`src/design/bp_pkg.sv`:
```
package bp_pkg;

    // ----------------------------------------
    // widths and table sizes
    // ----------------------------------------
    localparam int xlen = 32;
    localparam int pc_offset = 2;            // rv32i fetch addresses are word aligned.
    localparam int lht_idx_bits = 5;
    localparam int lhist_bits = 2;
    localparam int ghist_bits = 6;
    localparam int chooser_idx_bits = 6;
    localparam int btb_idx_bits = 4;
    localparam int btb_tag_bits = xlen - btb_idx_bits - pc_offset;

    localparam int lht_entries = 2 ** lht_idx_bits;
    localparam int lpht_entries = 2 ** lhist_bits;
    localparam int gpht_entries = 2 ** ghist_bits;
    localparam int chooser_entries = 2 ** chooser_idx_bits;
    localparam int btb_entries = 2 ** btb_idx_bits;

    typedef logic [xlen-1:0] word_t;

    // ----------------------------------------
    // two-bit saturating counter
    // ----------------------------------------
    typedef enum logic [1:0] {
        strong_nt,
        weak_nt,
        weak_t,
        strong_t
    } counter_t;

    localparam counter_t counter_reset = weak_nt;

    function automatic counter_t counter_next(counter_t state, logic taken);
        counter_t next_state;
        next_state = state;
        unique case (state)
            strong_nt: next_state = taken ? weak_nt : strong_nt;
            weak_nt:   next_state = taken ? weak_t : strong_nt;
            weak_t:    next_state = taken ? strong_t : weak_nt;
            strong_t:  next_state = taken ? strong_t : weak_t;
            default:   next_state = counter_reset;
        endcase
        return next_state;
    endfunction

    function automatic logic counter_taken(counter_t state);
        return (state == weak_t) || (state == strong_t);
    endfunction

endpackage

```
`src/design/branch_predictor.sv`:
```
`timescale 1ns/1ps

module branch_predictor (
    input  logic          clk,
    input  logic          rst,
    input  logic          update,
    input  logic          br_en,
    input  bp_pkg::word_t raddr,
    input  bp_pkg::word_t waddr,
    input  bp_pkg::word_t wtarget,
    output logic          br_take,
    output logic          btb_hit,
    output logic          mispred,
    output bp_pkg::word_t target
);

    logic local_take;
    logic local_miss;
    logic global_take;
    logic global_miss;

    // ----------------------------------------
    // direction predictors
    // ----------------------------------------
    local_predictor local_predictor_inst (
        .clk        (clk),
        .rst        (rst),
        .update     (update),
        .br_en      (br_en),
        .raddr      (raddr),
        .waddr      (waddr),
        .local_take (local_take),
        .local_miss (local_miss)
    );

    gshare_predictor gshare_predictor_inst (
        .clk         (clk),
        .rst         (rst),
        .update      (update),
        .br_en       (br_en),
        .raddr       (raddr),
        .waddr       (waddr),
        .global_take (global_take),
        .global_miss (global_miss)
    );

    tournament_chooser tournament_chooser_inst (
        .clk         (clk),
        .rst         (rst),
        .update      (update),
        .br_en       (br_en),
        .local_take  (local_take),
        .global_take (global_take),
        .local_miss  (local_miss),
        .global_miss (global_miss),
        .raddr       (raddr),
        .waddr       (waddr),
        .br_take     (br_take),
        .mispred     (mispred)
    );

    // target lookup runs beside the direction path.
    branch_target_buffer branch_target_buffer_inst (
        .clk     (clk),
        .rst     (rst),
        .update  (update),
        .br_en   (br_en),
        .raddr   (raddr),
        .waddr   (waddr),
        .wtarget (wtarget),
        .target  (target),
        .btb_hit (btb_hit)
    );

endmodule

```
`src/design/branch_target_buffer.sv`:
```
`timescale 1ns/1ps

module branch_target_buffer (
    input  logic          clk,
    input  logic          rst,
    input  logic          update,
    input  logic          br_en,
    input  bp_pkg::word_t raddr,
    input  bp_pkg::word_t waddr,
    input  bp_pkg::word_t wtarget,
    output bp_pkg::word_t target,
    output logic          btb_hit
);

    logic valid [bp_pkg::btb_entries];
    logic [bp_pkg::btb_tag_bits-1:0] tags [bp_pkg::btb_entries];
    bp_pkg::word_t targets [bp_pkg::btb_entries];

    logic [bp_pkg::btb_idx_bits-1:0] r_idx;
    logic [bp_pkg::btb_idx_bits-1:0] w_idx;
    logic [bp_pkg::btb_tag_bits-1:0] r_tag;
    logic [bp_pkg::btb_tag_bits-1:0] w_tag;
    logic write_en;
    logic bypass;

    // ----------------------------------------
    // address split
    // ----------------------------------------
    assign r_idx = raddr[bp_pkg::btb_idx_bits+bp_pkg::pc_offset-1:bp_pkg::pc_offset];
    assign w_idx = waddr[bp_pkg::btb_idx_bits+bp_pkg::pc_offset-1:bp_pkg::pc_offset];
    assign r_tag = raddr[bp_pkg::xlen-1:bp_pkg::xlen-bp_pkg::btb_tag_bits];
    assign w_tag = waddr[bp_pkg::xlen-1:bp_pkg::xlen-bp_pkg::btb_tag_bits];

    assign write_en = update && br_en;   // only taken branches allocate.
    assign bypass = write_en && (w_idx == r_idx);

    // ----------------------------------------
    // lookup
    // ----------------------------------------
    always_comb begin
        btb_hit = 1'b0;
        target = '0;
        if (bypass) begin
            // the entry is being replaced, so only the new tag can match.
            btb_hit = (w_tag == r_tag);
            target = btb_hit ? wtarget : '0;
        end else if (valid[r_idx] && (tags[r_idx] == r_tag)) begin
            btb_hit = 1'b1;
            target = targets[r_idx];
        end
    end

    always_ff @(posedge clk) begin
        if (rst) begin
            for (int i = 0; i < bp_pkg::btb_entries; i++) begin
                valid[i] <= 1'b0;
            end
        end else if (write_en) begin
            valid[w_idx] <= 1'b1;
        end
    end

    always_ff @(posedge clk) begin
        if (write_en) begin
            tags[w_idx] <= w_tag;
            targets[w_idx] <= wtarget;
        end
    end

endmodule

```
`src/design/gshare_predictor.sv`:
```
`timescale 1ns/1ps

module gshare_predictor (
    input  logic          clk,
    input  logic          rst,
    input  logic          update,
    input  logic          br_en,
    input  bp_pkg::word_t raddr,
    input  bp_pkg::word_t waddr,
    output logic          global_take,
    output logic          global_miss
);

    bp_pkg::counter_t pht [bp_pkg::gpht_entries];
    logic [bp_pkg::ghist_bits-1:0] ghr;   // newest outcome in bit 0.

    logic [bp_pkg::ghist_bits-1:0] r_idx;
    logic [bp_pkg::ghist_bits-1:0] w_idx;
    bp_pkg::counter_t r_state;
    bp_pkg::counter_t w_state;
    bp_pkg::counter_t state_in;

    // ----------------------------------------
    // index hashing
    // ----------------------------------------
    // Both ports hash with the history as it stands before this cycle's
    // update. The shift only lands at the clock edge.
    assign r_idx = ghr ^ raddr[bp_pkg::ghist_bits+bp_pkg::pc_offset-1:bp_pkg::pc_offset];
    assign w_idx = ghr ^ waddr[bp_pkg::ghist_bits+bp_pkg::pc_offset-1:bp_pkg::pc_offset];

    // ----------------------------------------
    // counters
    // ----------------------------------------
    assign w_state = pht[w_idx];
    assign state_in = bp_pkg::counter_next(w_state, br_en);
    assign r_state = (update && (w_idx == r_idx)) ? state_in : pht[r_idx];

    assign global_take = bp_pkg::counter_taken(r_state);
    assign global_miss = update && (bp_pkg::counter_taken(w_state) != br_en);

    always_ff @(posedge clk) begin
        if (rst) begin
            for (int i = 0; i < bp_pkg::gpht_entries; i++) begin
                pht[i] <= bp_pkg::counter_reset;
            end
            ghr <= '0;
        end else if (update) begin
            pht[w_idx] <= state_in;
            ghr <= {ghr[bp_pkg::ghist_bits-2:0], br_en};
        end
    end

endmodule

```
`src/design/local_predictor.sv`:
```
`timescale 1ns/1ps

module local_predictor (
    input  logic          clk,
    input  logic          rst,
    input  logic          update,
    input  logic          br_en,
    input  bp_pkg::word_t raddr,
    input  bp_pkg::word_t waddr,
    output logic          local_take,
    output logic          local_miss
);

    // per-branch history table and the counter table it indexes.
    logic [bp_pkg::lhist_bits-1:0] lht [bp_pkg::lht_entries];
    bp_pkg::counter_t pht [bp_pkg::lpht_entries];

    logic [bp_pkg::lht_idx_bits-1:0] r_idx;
    logic [bp_pkg::lht_idx_bits-1:0] w_idx;
    logic [bp_pkg::lhist_bits-1:0] r_hist;
    logic [bp_pkg::lhist_bits-1:0] w_hist;
    logic [bp_pkg::lhist_bits-1:0] hist_in;
    bp_pkg::counter_t r_state;
    bp_pkg::counter_t w_state;
    bp_pkg::counter_t state_in;

    // ----------------------------------------
    // write side
    // ----------------------------------------
    assign w_idx = waddr[bp_pkg::lht_idx_bits+bp_pkg::pc_offset-1:bp_pkg::pc_offset];
    assign w_hist = lht[w_idx];
    assign hist_in = {w_hist[bp_pkg::lhist_bits-2:0], br_en};  // newest outcome in bit 0.
    assign w_state = pht[w_hist];
    assign state_in = bp_pkg::counter_next(w_state, br_en);

    assign local_miss = update && (bp_pkg::counter_taken(w_state) != br_en);

    // ----------------------------------------
    // read side with bypass
    // ----------------------------------------
    assign r_idx = raddr[bp_pkg::lht_idx_bits+bp_pkg::pc_offset-1:bp_pkg::pc_offset];

    // The history is bypassed first, so the counter lookup below already
    // sees the shifted history when both ports hit the same entry.
    assign r_hist = (update && (w_idx == r_idx)) ? hist_in : lht[r_idx];
    assign r_state = (update && (w_hist == r_hist)) ? state_in : pht[r_hist];

    assign local_take = bp_pkg::counter_taken(r_state);

    always_ff @(posedge clk) begin
        if (rst) begin
            for (int i = 0; i < bp_pkg::lpht_entries; i++) begin
                pht[i] <= bp_pkg::counter_reset;
            end
            for (int j = 0; j < bp_pkg::lht_entries; j++) begin
                lht[j] <= '0;
            end
        end else if (update) begin
            pht[w_hist] <= state_in;
            lht[w_idx] <= hist_in;
        end
    end

    // a miss only describes the branch being resolved right now.
    local_miss_needs_update: assert property (
        @(posedge clk) disable iff (rst) local_miss |-> update
    ) else $error("local_miss high without update");

endmodule

```
`src/design/tournament_chooser.sv`:
```
`timescale 1ns/1ps

module tournament_chooser (
    input  logic          clk,
    input  logic          rst,
    input  logic          update,
    input  logic          br_en,
    input  logic          local_take,
    input  logic          global_take,
    input  logic          local_miss,
    input  logic          global_miss,
    input  bp_pkg::word_t raddr,
    input  bp_pkg::word_t waddr,
    output logic          br_take,
    output logic          mispred
);

    // a taken chooser state means the global predictor is preferred.
    bp_pkg::counter_t choice [bp_pkg::chooser_entries];

    logic [bp_pkg::chooser_idx_bits-1:0] r_idx;
    logic [bp_pkg::chooser_idx_bits-1:0] w_idx;
    logic train;
    bp_pkg::counter_t r_state;
    bp_pkg::counter_t w_state;
    bp_pkg::counter_t state_in;

    assign r_idx = raddr[bp_pkg::chooser_idx_bits+bp_pkg::pc_offset-1:bp_pkg::pc_offset];
    assign w_idx = waddr[bp_pkg::chooser_idx_bits+bp_pkg::pc_offset-1:bp_pkg::pc_offset];

    // ----------------------------------------
    // training
    // ----------------------------------------
    // Only a disagreement tells us which side is better. A local miss
    // pushes toward global, a global miss pushes toward local.
    assign train = update && (local_miss != global_miss);
    assign w_state = choice[w_idx];
    assign state_in = train ? bp_pkg::counter_next(w_state, local_miss) : w_state;

    assign mispred = update && (bp_pkg::counter_taken(w_state) ? global_miss : local_miss);

    // ----------------------------------------
    // selection
    // ----------------------------------------
    assign r_state = (update && (w_idx == r_idx)) ? state_in : choice[r_idx];
    assign br_take = bp_pkg::counter_taken(r_state) ? global_take : local_take;

    always_ff @(posedge clk) begin
        if (rst) begin
            for (int i = 0; i < bp_pkg::chooser_entries; i++) begin
                choice[i] <= bp_pkg::counter_reset;
            end
        end else if (train) begin
            choice[w_idx] <= state_in;
        end
    end

    mispred_needs_update: assert property (
        @(posedge clk) disable iff (rst) mispred |-> update
    ) else $error("mispred high without update");

    // the execute stage must hand over a resolved outcome.
    outcome_known: assert property (
        @(posedge clk) disable iff (rst) update |-> !$isunknown(br_en)
    ) else $error("br_en unknown on update");

endmodule

```
`config.mk`:
```
export PLATFORM = sky130hd
export DESIGN_NAME = branch_predictor
export DESIGN_NICKNAME = d
export VERILOG_FILES = /design/src/design/bp_pkg.sv /design/src/design/branch_predictor.sv /design/src/design/branch_target_buffer.sv /design/src/design/gshare_predictor.sv /design/src/design/local_predictor.sv /design/src/design/tournament_chooser.sv
export SDC_FILE = /design/constraint.sdc
export NUM_CORES = 2
export LEC_CHECK = 0
export ABC_AREA = 1
export BUFFER_PORTS_ARGS = -buffer_cell sky130_fd_sc_hd__clkbuf_2
export CAP_MARGIN = 20
export CORE_MARGIN = 2
export CORE_UTILIZATION = 57
export DETAILED_ROUTE_END_ITERATION = 8
export PLACE_DENSITY_LB_ADDON = 0.1
export SYNTH_ARGS = -nofsm -noshare
export SYNTH_HDL_FRONTEND = slang
export SYNTH_HIERARCHICAL = 1
export SYNTH_SLANG_ARGS = --single-unit
```
`constraint.sdc`:
```
create_clock -name clk -period 3.3 [get_ports clk]
set_clock_uncertainty 0.2 [all_clocks]
set_input_delay 0.165 -clock clk [delete_from_list [all_inputs] [get_ports clk]]
set_output_delay 0.165 -clock clk [all_outputs]
set_load 0.01 [all_outputs]
```
# Word level (Yosys, flattened, before mapping)

Memory sizes are Yosys's and may differ from the RTL's.
Cells that the tools add are included.

Equal/unequal tests: 25
Multiplexer cells: 50
Bitwise gates (word level): 2
Reduce and logical (&&, ||, !) cells: 25

Operators with widths:

| cell                                           | count |
|---|---|
| two-way mux 32 bit                             | 3 |
| == test 26 bit                                 | 2 |
| two-way mux 2 bit                              | 14 |
| two-way mux 1 bit                              | 26 |
| == test 2 bit (second input constant)          | 12 |
| case mux 2 bit (4 select lines)                | 3 |
| == test 6 bit                                  | 2 |
| two-way mux 6 bit                              | 2 |
| XOR 6 bit                                      | 2 |
| logical AND 1 bit                              | 11 |
| OR reduction 2 bit                             | 4 |
| == test 2 x 1 -> 1 bit (second input constant) | 3 |
| zero test 2 bit                                | 3 |
| logical OR 1 bit                               | 6 |
| == test 5 bit                                  | 1 |
| two-way mux 5 bit                              | 1 |
| == test 4 bit                                  | 1 |
| two-way mux 4 bit                              | 1 |
| != test 1 bit                                  | 3 |
| == test 2 bit                                  | 1 |
| OR reduction 1 bit                             | 1 |

Flip-flop bits (word level): 6
Memory bits (writable): 1272
Output and inout port bits: 35
Word-level logic and storage cells: 110
Memories kept: 7

Memory list:

| memory                            | depth | bits a word | read ports | clocked after Yosys merged registers in | write ports | line                       | RTL |
|---|---|---|---|---|---|---|---|
| branch_target_buffer_inst.targets | 16    | 32          | 1          | 0                                       | 1           | branch_target_buffer.sv:17 | `bp_pkg::word_t targets [bp_pkg::btb_entries];` |
| branch_target_buffer_inst.tags    | 16    | 26          | 1          | 0                                       | 1           | branch_target_buffer.sv:16 | `logic [bp_pkg::btb_tag_bits-1:0] tags [bp_pkg::btb_entries];` |
| gshare_predictor_inst.pht         | 64    | 2           | 2          | 0                                       | 64          | gshare_predictor.sv:14     | `bp_pkg::counter_t pht [bp_pkg::gpht_entries];` |
| tournament_chooser_inst.choice    | 64    | 2           | 2          | 0                                       | 64          | tournament_chooser.sv:19   | `bp_pkg::counter_t choice [bp_pkg::chooser_entries];` |
| local_predictor_inst.lht          | 32    | 2           | 2          | 0                                       | 32          | local_predictor.sv:15      | `logic [bp_pkg::lhist_bits-1:0] lht [bp_pkg::lht_entries];` |
| branch_target_buffer_inst.valid   | 16    | 1           | 1          | 0                                       | 16          | branch_target_buffer.sv:15 | `logic valid [bp_pkg::btb_entries];` |
| +1 memories                       | --    | --          | --         | --                                      | --          | --                         |  |

# Logic depth before layout (Yosys ltp)

An unclocked memory read counts as a cell.

Word-level depth: 13
Gate-level depth with buffers: 27

# Hierarchy

The synthesis kept the hierarchy.

Modules (own cells, without submodules):

| module               | instances | cells an instance | area each (sq um) |
|---|---|---|---|
| branch_target_buffer | 1         | 3325              | 39137.5 |
| gshare_predictor     | 1         | 1130              | 8109.0 |
| tournament_chooser   | 1         | 1029              | 7643.6 |
| local_predictor      | 1         | 658               | 4653.2 |

# Worst setup path before layout

No wires, ideal clock.

Kind: input-to-reg
Start: input port update
End: memory branch_target_buffer_inst/tags[14][0] (netlist name) (enable)
Setup time: 0.476 ns
Arrival: 2.956 ns
Setup slack: -0.331 ns
Stages on the path: 4
Path through: nand2_1 -> inv_1 -> nand3_1 -> nor2_1

Cells in the longest elaborated chain, start to end: 3

Ends and longest elaborated chain:

| what                                    | line                       | RTL |
|---|---|---|
| from (decl)                             | branch_predictor.sv:6      | `input logic update,` |
| logical AND 1 bit                       | branch_target_buffer.sv:34 | `assign write_en = update && br_en;` |
| two-way mux 1 bit                       | branch_target_buffer.sv:64 | `if (write_en) begin` |
| two-way mux 1 bit (implied by the code) | branch_target_buffer.sv:65 | `tags[w_idx] <= w_tag;` |
| to (decl)                               | branch_target_buffer.sv:16 |  |

No other way between the ends.

# Worst setup path after layout

Start: register gshare_predictor_inst/ghr[3] (netlist name)
End: output port br_take

Cells in the longest elaborated chain, start to end: 13

Ends and longest elaborated chain:

| what                         | line                     | RTL |
|---|---|---|
| from (decl)                  | gshare_predictor.sv:15   | `logic [bp_pkg::ghist_bits-1:0] ghr;` |
| from (signal assigned)       | gshare_predictor.sv:49   | `ghr <= {ghr[bp_pkg::ghist_bits-2:0], br_en};` |
| XOR 6 bit (*)                | gshare_predictor.sv:29   | `assign w_idx = ghr ^ waddr[bp_pkg::ghist_bits+bp_pkg::pc_offset-1:bp_pkg::pc_offset];` |
| memory read (64 x 2 bit) (*) | --                       |  |
| == test 2 bit                | bp_pkg.sv:49             | `return (state == weak_t) \|\| (state == strong_t);` |
| logical OR 1 bit (*)         | bp_pkg.sv:49             |  |
| != test 1 bit (*)            | gshare_predictor.sv:39   | `assign global_miss = update && (bp_pkg::counter_taken(w_state) != br_en);` |
| logical AND 1 bit (*)        | gshare_predictor.sv:39   |  |
| net global_miss              | branch_predictor.sv:20   | `logic global_miss;` |
| != test 1 bit (*)            | tournament_chooser.sv:36 | `assign train = update && (local_miss != global_miss);` |
| logical AND 1 bit (*)        | tournament_chooser.sv:36 |  |
| two-way mux 2 bit (*)        | tournament_chooser.sv:38 | `assign state_in = train ? bp_pkg::counter_next(w_state, local_miss) : w_state;` |
| two-way mux 2 bit (*)        | tournament_chooser.sv:45 | `assign r_state = (update && (w_idx == r_idx)) ? state_in : choice[r_idx];` |
| == test 2 bit                | bp_pkg.sv:49             |  |
| logical OR 1 bit (*)         | bp_pkg.sv:49             |  |
| two-way mux 1 bit (*)        | tournament_chooser.sv:46 | `assign br_take = bp_pkg::counter_taken(r_state) ? global_take : local_take;` |
| to (decl)                    | branch_predictor.sv:11   | `output logic br_take,` |

The timed path passes the listed nets; every way through them passes the cells marked *.

==> flow_summary.toml <==
[outcome]
run_status = "finished with violations"
violations = "negative setup slack"

[clock_tree]
htreeDepth = 4
root_buffer = "clkbuf_16"
cts_buffer_depth = 3
clk_pin_slew_worst_paths_ns = 0.06
cts_tree = "built"
cts_buffers = 135
cts.sinks = 1278
clock_latency_ns = 0.75

[sta]
layout_setup_ws_ns = -0.5408
finalCriticalPeriod_ns = 3.841
setup_viol = 287
hold_violations = 0
tightest_slew_ns = 1.186
setup-tns-final_ns = -97.68
drv_slew = 0
rsz0062_at_grt = "yes"
fin_crit_sh_pct = 116.4
relSlewSlack_pct = 20.93
fmax_mhz = 260.4

[route]
ant_nets = 0
drtIter0Drc = 5750
vias = 46440
routedWlPerCell_um = 21.85
first_pass_iters = 6
drc = 0
via_per_inst = 5.813
drt-total-wl_um = 174500

[global_route]
first_global_vias = 43390
groute.usage.overall_pct = 31.17
overflow = 0
grt_pass1_wl_um = 255300
grt_max_degree = 120
antenna_found_initial = 10

[worst_setup_path]
crit_slowest_cell = "xnor2_1"
crit_chain = "xnor2_1 -> inv_1 -> nor2_1 -> o21ai_1 -> nand2_1 -> nor2_2 -> nand3_1 -> nand2_2 -> nor2_4 -> inv_2 -> a21oi_4 -> nand2_2 -> buf_6 -> nand2_4 -> nand2_2 -> nand3_2 -> nand2_1 -> nand2_1 -> nand2_2 -> buf_8"
crit_required_ns = 2.93
cp_max_fo = 5
cp_common_cell = "nand2_2"
worstSetupPathType = "flip-flop to output port"
cp-end-kind = "output port"
crit_family = "simple AND/OR/NAND/NOR gates"
crit_buf_inv = 4
cp_data_arrival_time_ns = 3.48
start_kind = "flip-flop"
critPathMaxStageDelay_ns = 0.38

[power_and_ir_drop]
power.density_mw_per_mm2 = 528.0
p_leak_nw = 27.52
vdd_drop_max_mv = 0.5544

[floorplanning]
die_y_um = 327.2
core_area_mm2 = 0.1035
pin_count = 135
fp-row-count = 118
initial_core_util_pct = 57.53
dieArea_mm2 = 0.1071
die_x_um = 327.2

[yosys]
synth_area_leader_cell = "edfxtp_1"
synthAdderAreaFrac_pct = 0
netlist_area_mm2 = 0.05954
ys_seq_area_share_pct = 64.08
synth.area.mux_share_pct = 0
synth-simple-area-share_pct = 22.30
synth_xor_area_share_pct = 0.4119
synth.avg_cell_area_um2 = 9.694
synth_seq_cells = 1278
synth_cell_types = 46
synthTopCellsByArea = "edfxtp_1 63%, nand2_1 13%, nand3_1 4.6%"
synth_cells = 6142
syn_nets = 6242
synth_compound_area_share_pct = 6.785
yosysWarnings = 6
synth_top_family_by_area = "simple AND/OR/NAND/NOR gates"
synth_top_area_share_pct = 63.34

[finish]
final_cell_mix = "1939 x nand2_1, 1256 x edfxtp_1, 482 x nand3_1"
final_nets = 6597
final_common_cell = "nand2_1"
drive_above_1_share_pct = 17.89
layoutNonFillerInstCount = 7989
area_delta_synth_final_pct = 19.84
utilization_pct = 68.95

[placed_design]
dp_hpwl_um = 97420
dp_slack_ns = -0.4186
numPortBuffers = 130
numPlacedInstances = 7616
globalplace.congestion = 0.9533

[min_path]
hold_class = "input port to flip-flop"

[run]
drv_cap = 0
cell usage after synthesis (all sizes together):
master and count:
o221ai 4, clkbuf 142, a211oi 2, xnor2 22
a21oi 274, a221oi 123, nand3 550, a31oi 6
o21ai 206, nand4 7, edfxtp 1256, buf 195
nand3b 6, nor3 21, a22oi 6, nor4 3
nor2 551, nand2 2117, o211ai 40, o21ba 4
inv 548, or2 10, dfxtp 22, o22ai 12
o2111ai 1, xor2 6, clkinv 7, nand2b 1
worst min-delay path, delay by kind of cell:
family                 cells  cell delay, ns
buffers and inverters      3            0.44
and+or+nand+nor            3            0.21
cell families (layout without fill, tap and decap cells):
family / Yosys count / after routing
xor gates and xnor gates: 28 / 28
DFF: 1278 / 1278
and+or+nand+nor: 3266 / 3267
buffers and inverters: 892 / 1351
AOI/OAI and AO/OA: 678 / 678
other: 0 / 7
registers in the layout, summed over array words and instances, names as in the netlist:
register / cells
branch_target_buffer_inst/tags: 416
branch_target_buffer_inst/targets: 512
branch_target_buffer_inst/valid: 16
gshare_predictor_inst/ghr: 6
gshare_predictor_inst/pht: 128
local_predictor_inst/lht: 64
local_predictor_inst/pht: 8
tournament_chooser_inst/choice: 128
repair_timing:
item                       4_1_cts  5_1_grt
pin swaps                       27      143
setup endpoints to repair      290      291
buffers inserted                14       25
hold buffers                    68        0
gates cloned                     6       16
hold endpoints to repair       959        0
resized for setup              253      407
layout make-up:
cell class / instances / area (um^2)
diodes: 7 / 17.52
clock buffers: 170 / 3571
clock inverters: 72 / 820.8
fillers: 7737 / 32140
inverters: 555 / 2115
multi-input cells: 3973 / 19420
flip-flops and latches: 1278 / 38160
well taps: 1380 / 1727
repair buffers: 554 / 5524
path summary, 6_finish.rpt:
kind / start / to / slack [ns] / depth (start not counted)
worst max-delay path: gshare_predictor_inst/ghr[3] / br_take / -0.54 / 20
worst min-delay path: waddr[5] / local_predictor_inst/lht[0][0] / 0.04 / 6
worst max register to register: gshare_predictor_inst/ghr[3] / tournament_chooser_inst/choice[51][1] / -0.45 / 23
worst min register to register: branch_target_buffer_inst/valid[1] / branch_target_buffer_inst/valid[1] / 0.26 / 2
stage by stage:
step                total power, W  hold WS [ns]  instance area, um^2
floorplan                  0.02070       0.06387                59560
global placement           0.02210        0.2344                63350
detailed placement         0.02215        0.2340                63350
CTS                        0.03734      0.002022                69460
global route               0.03868       0.05177                71350
finish                     0.03768       0.03765                71360
power by group:
part	total, W	switching [W]	internal (W)
logic	0.00432	0.00289	0.00143
registers	0.0182	0.000104	0.0181
clock network	0.0152	0.00642	0.00875
total	0.0377	0.00941	0.0283
per-layer routing:
metal	track usage, %	wire (um)	vias up
met2	49.17	81570	2391
met3	5.408	16820	352
li1	-	-	21380
met1	44.51	71600	22320
met4	9.663	4500	8
met5	0	54	-
Note: power is estimated with default switching activity, not from simulation.
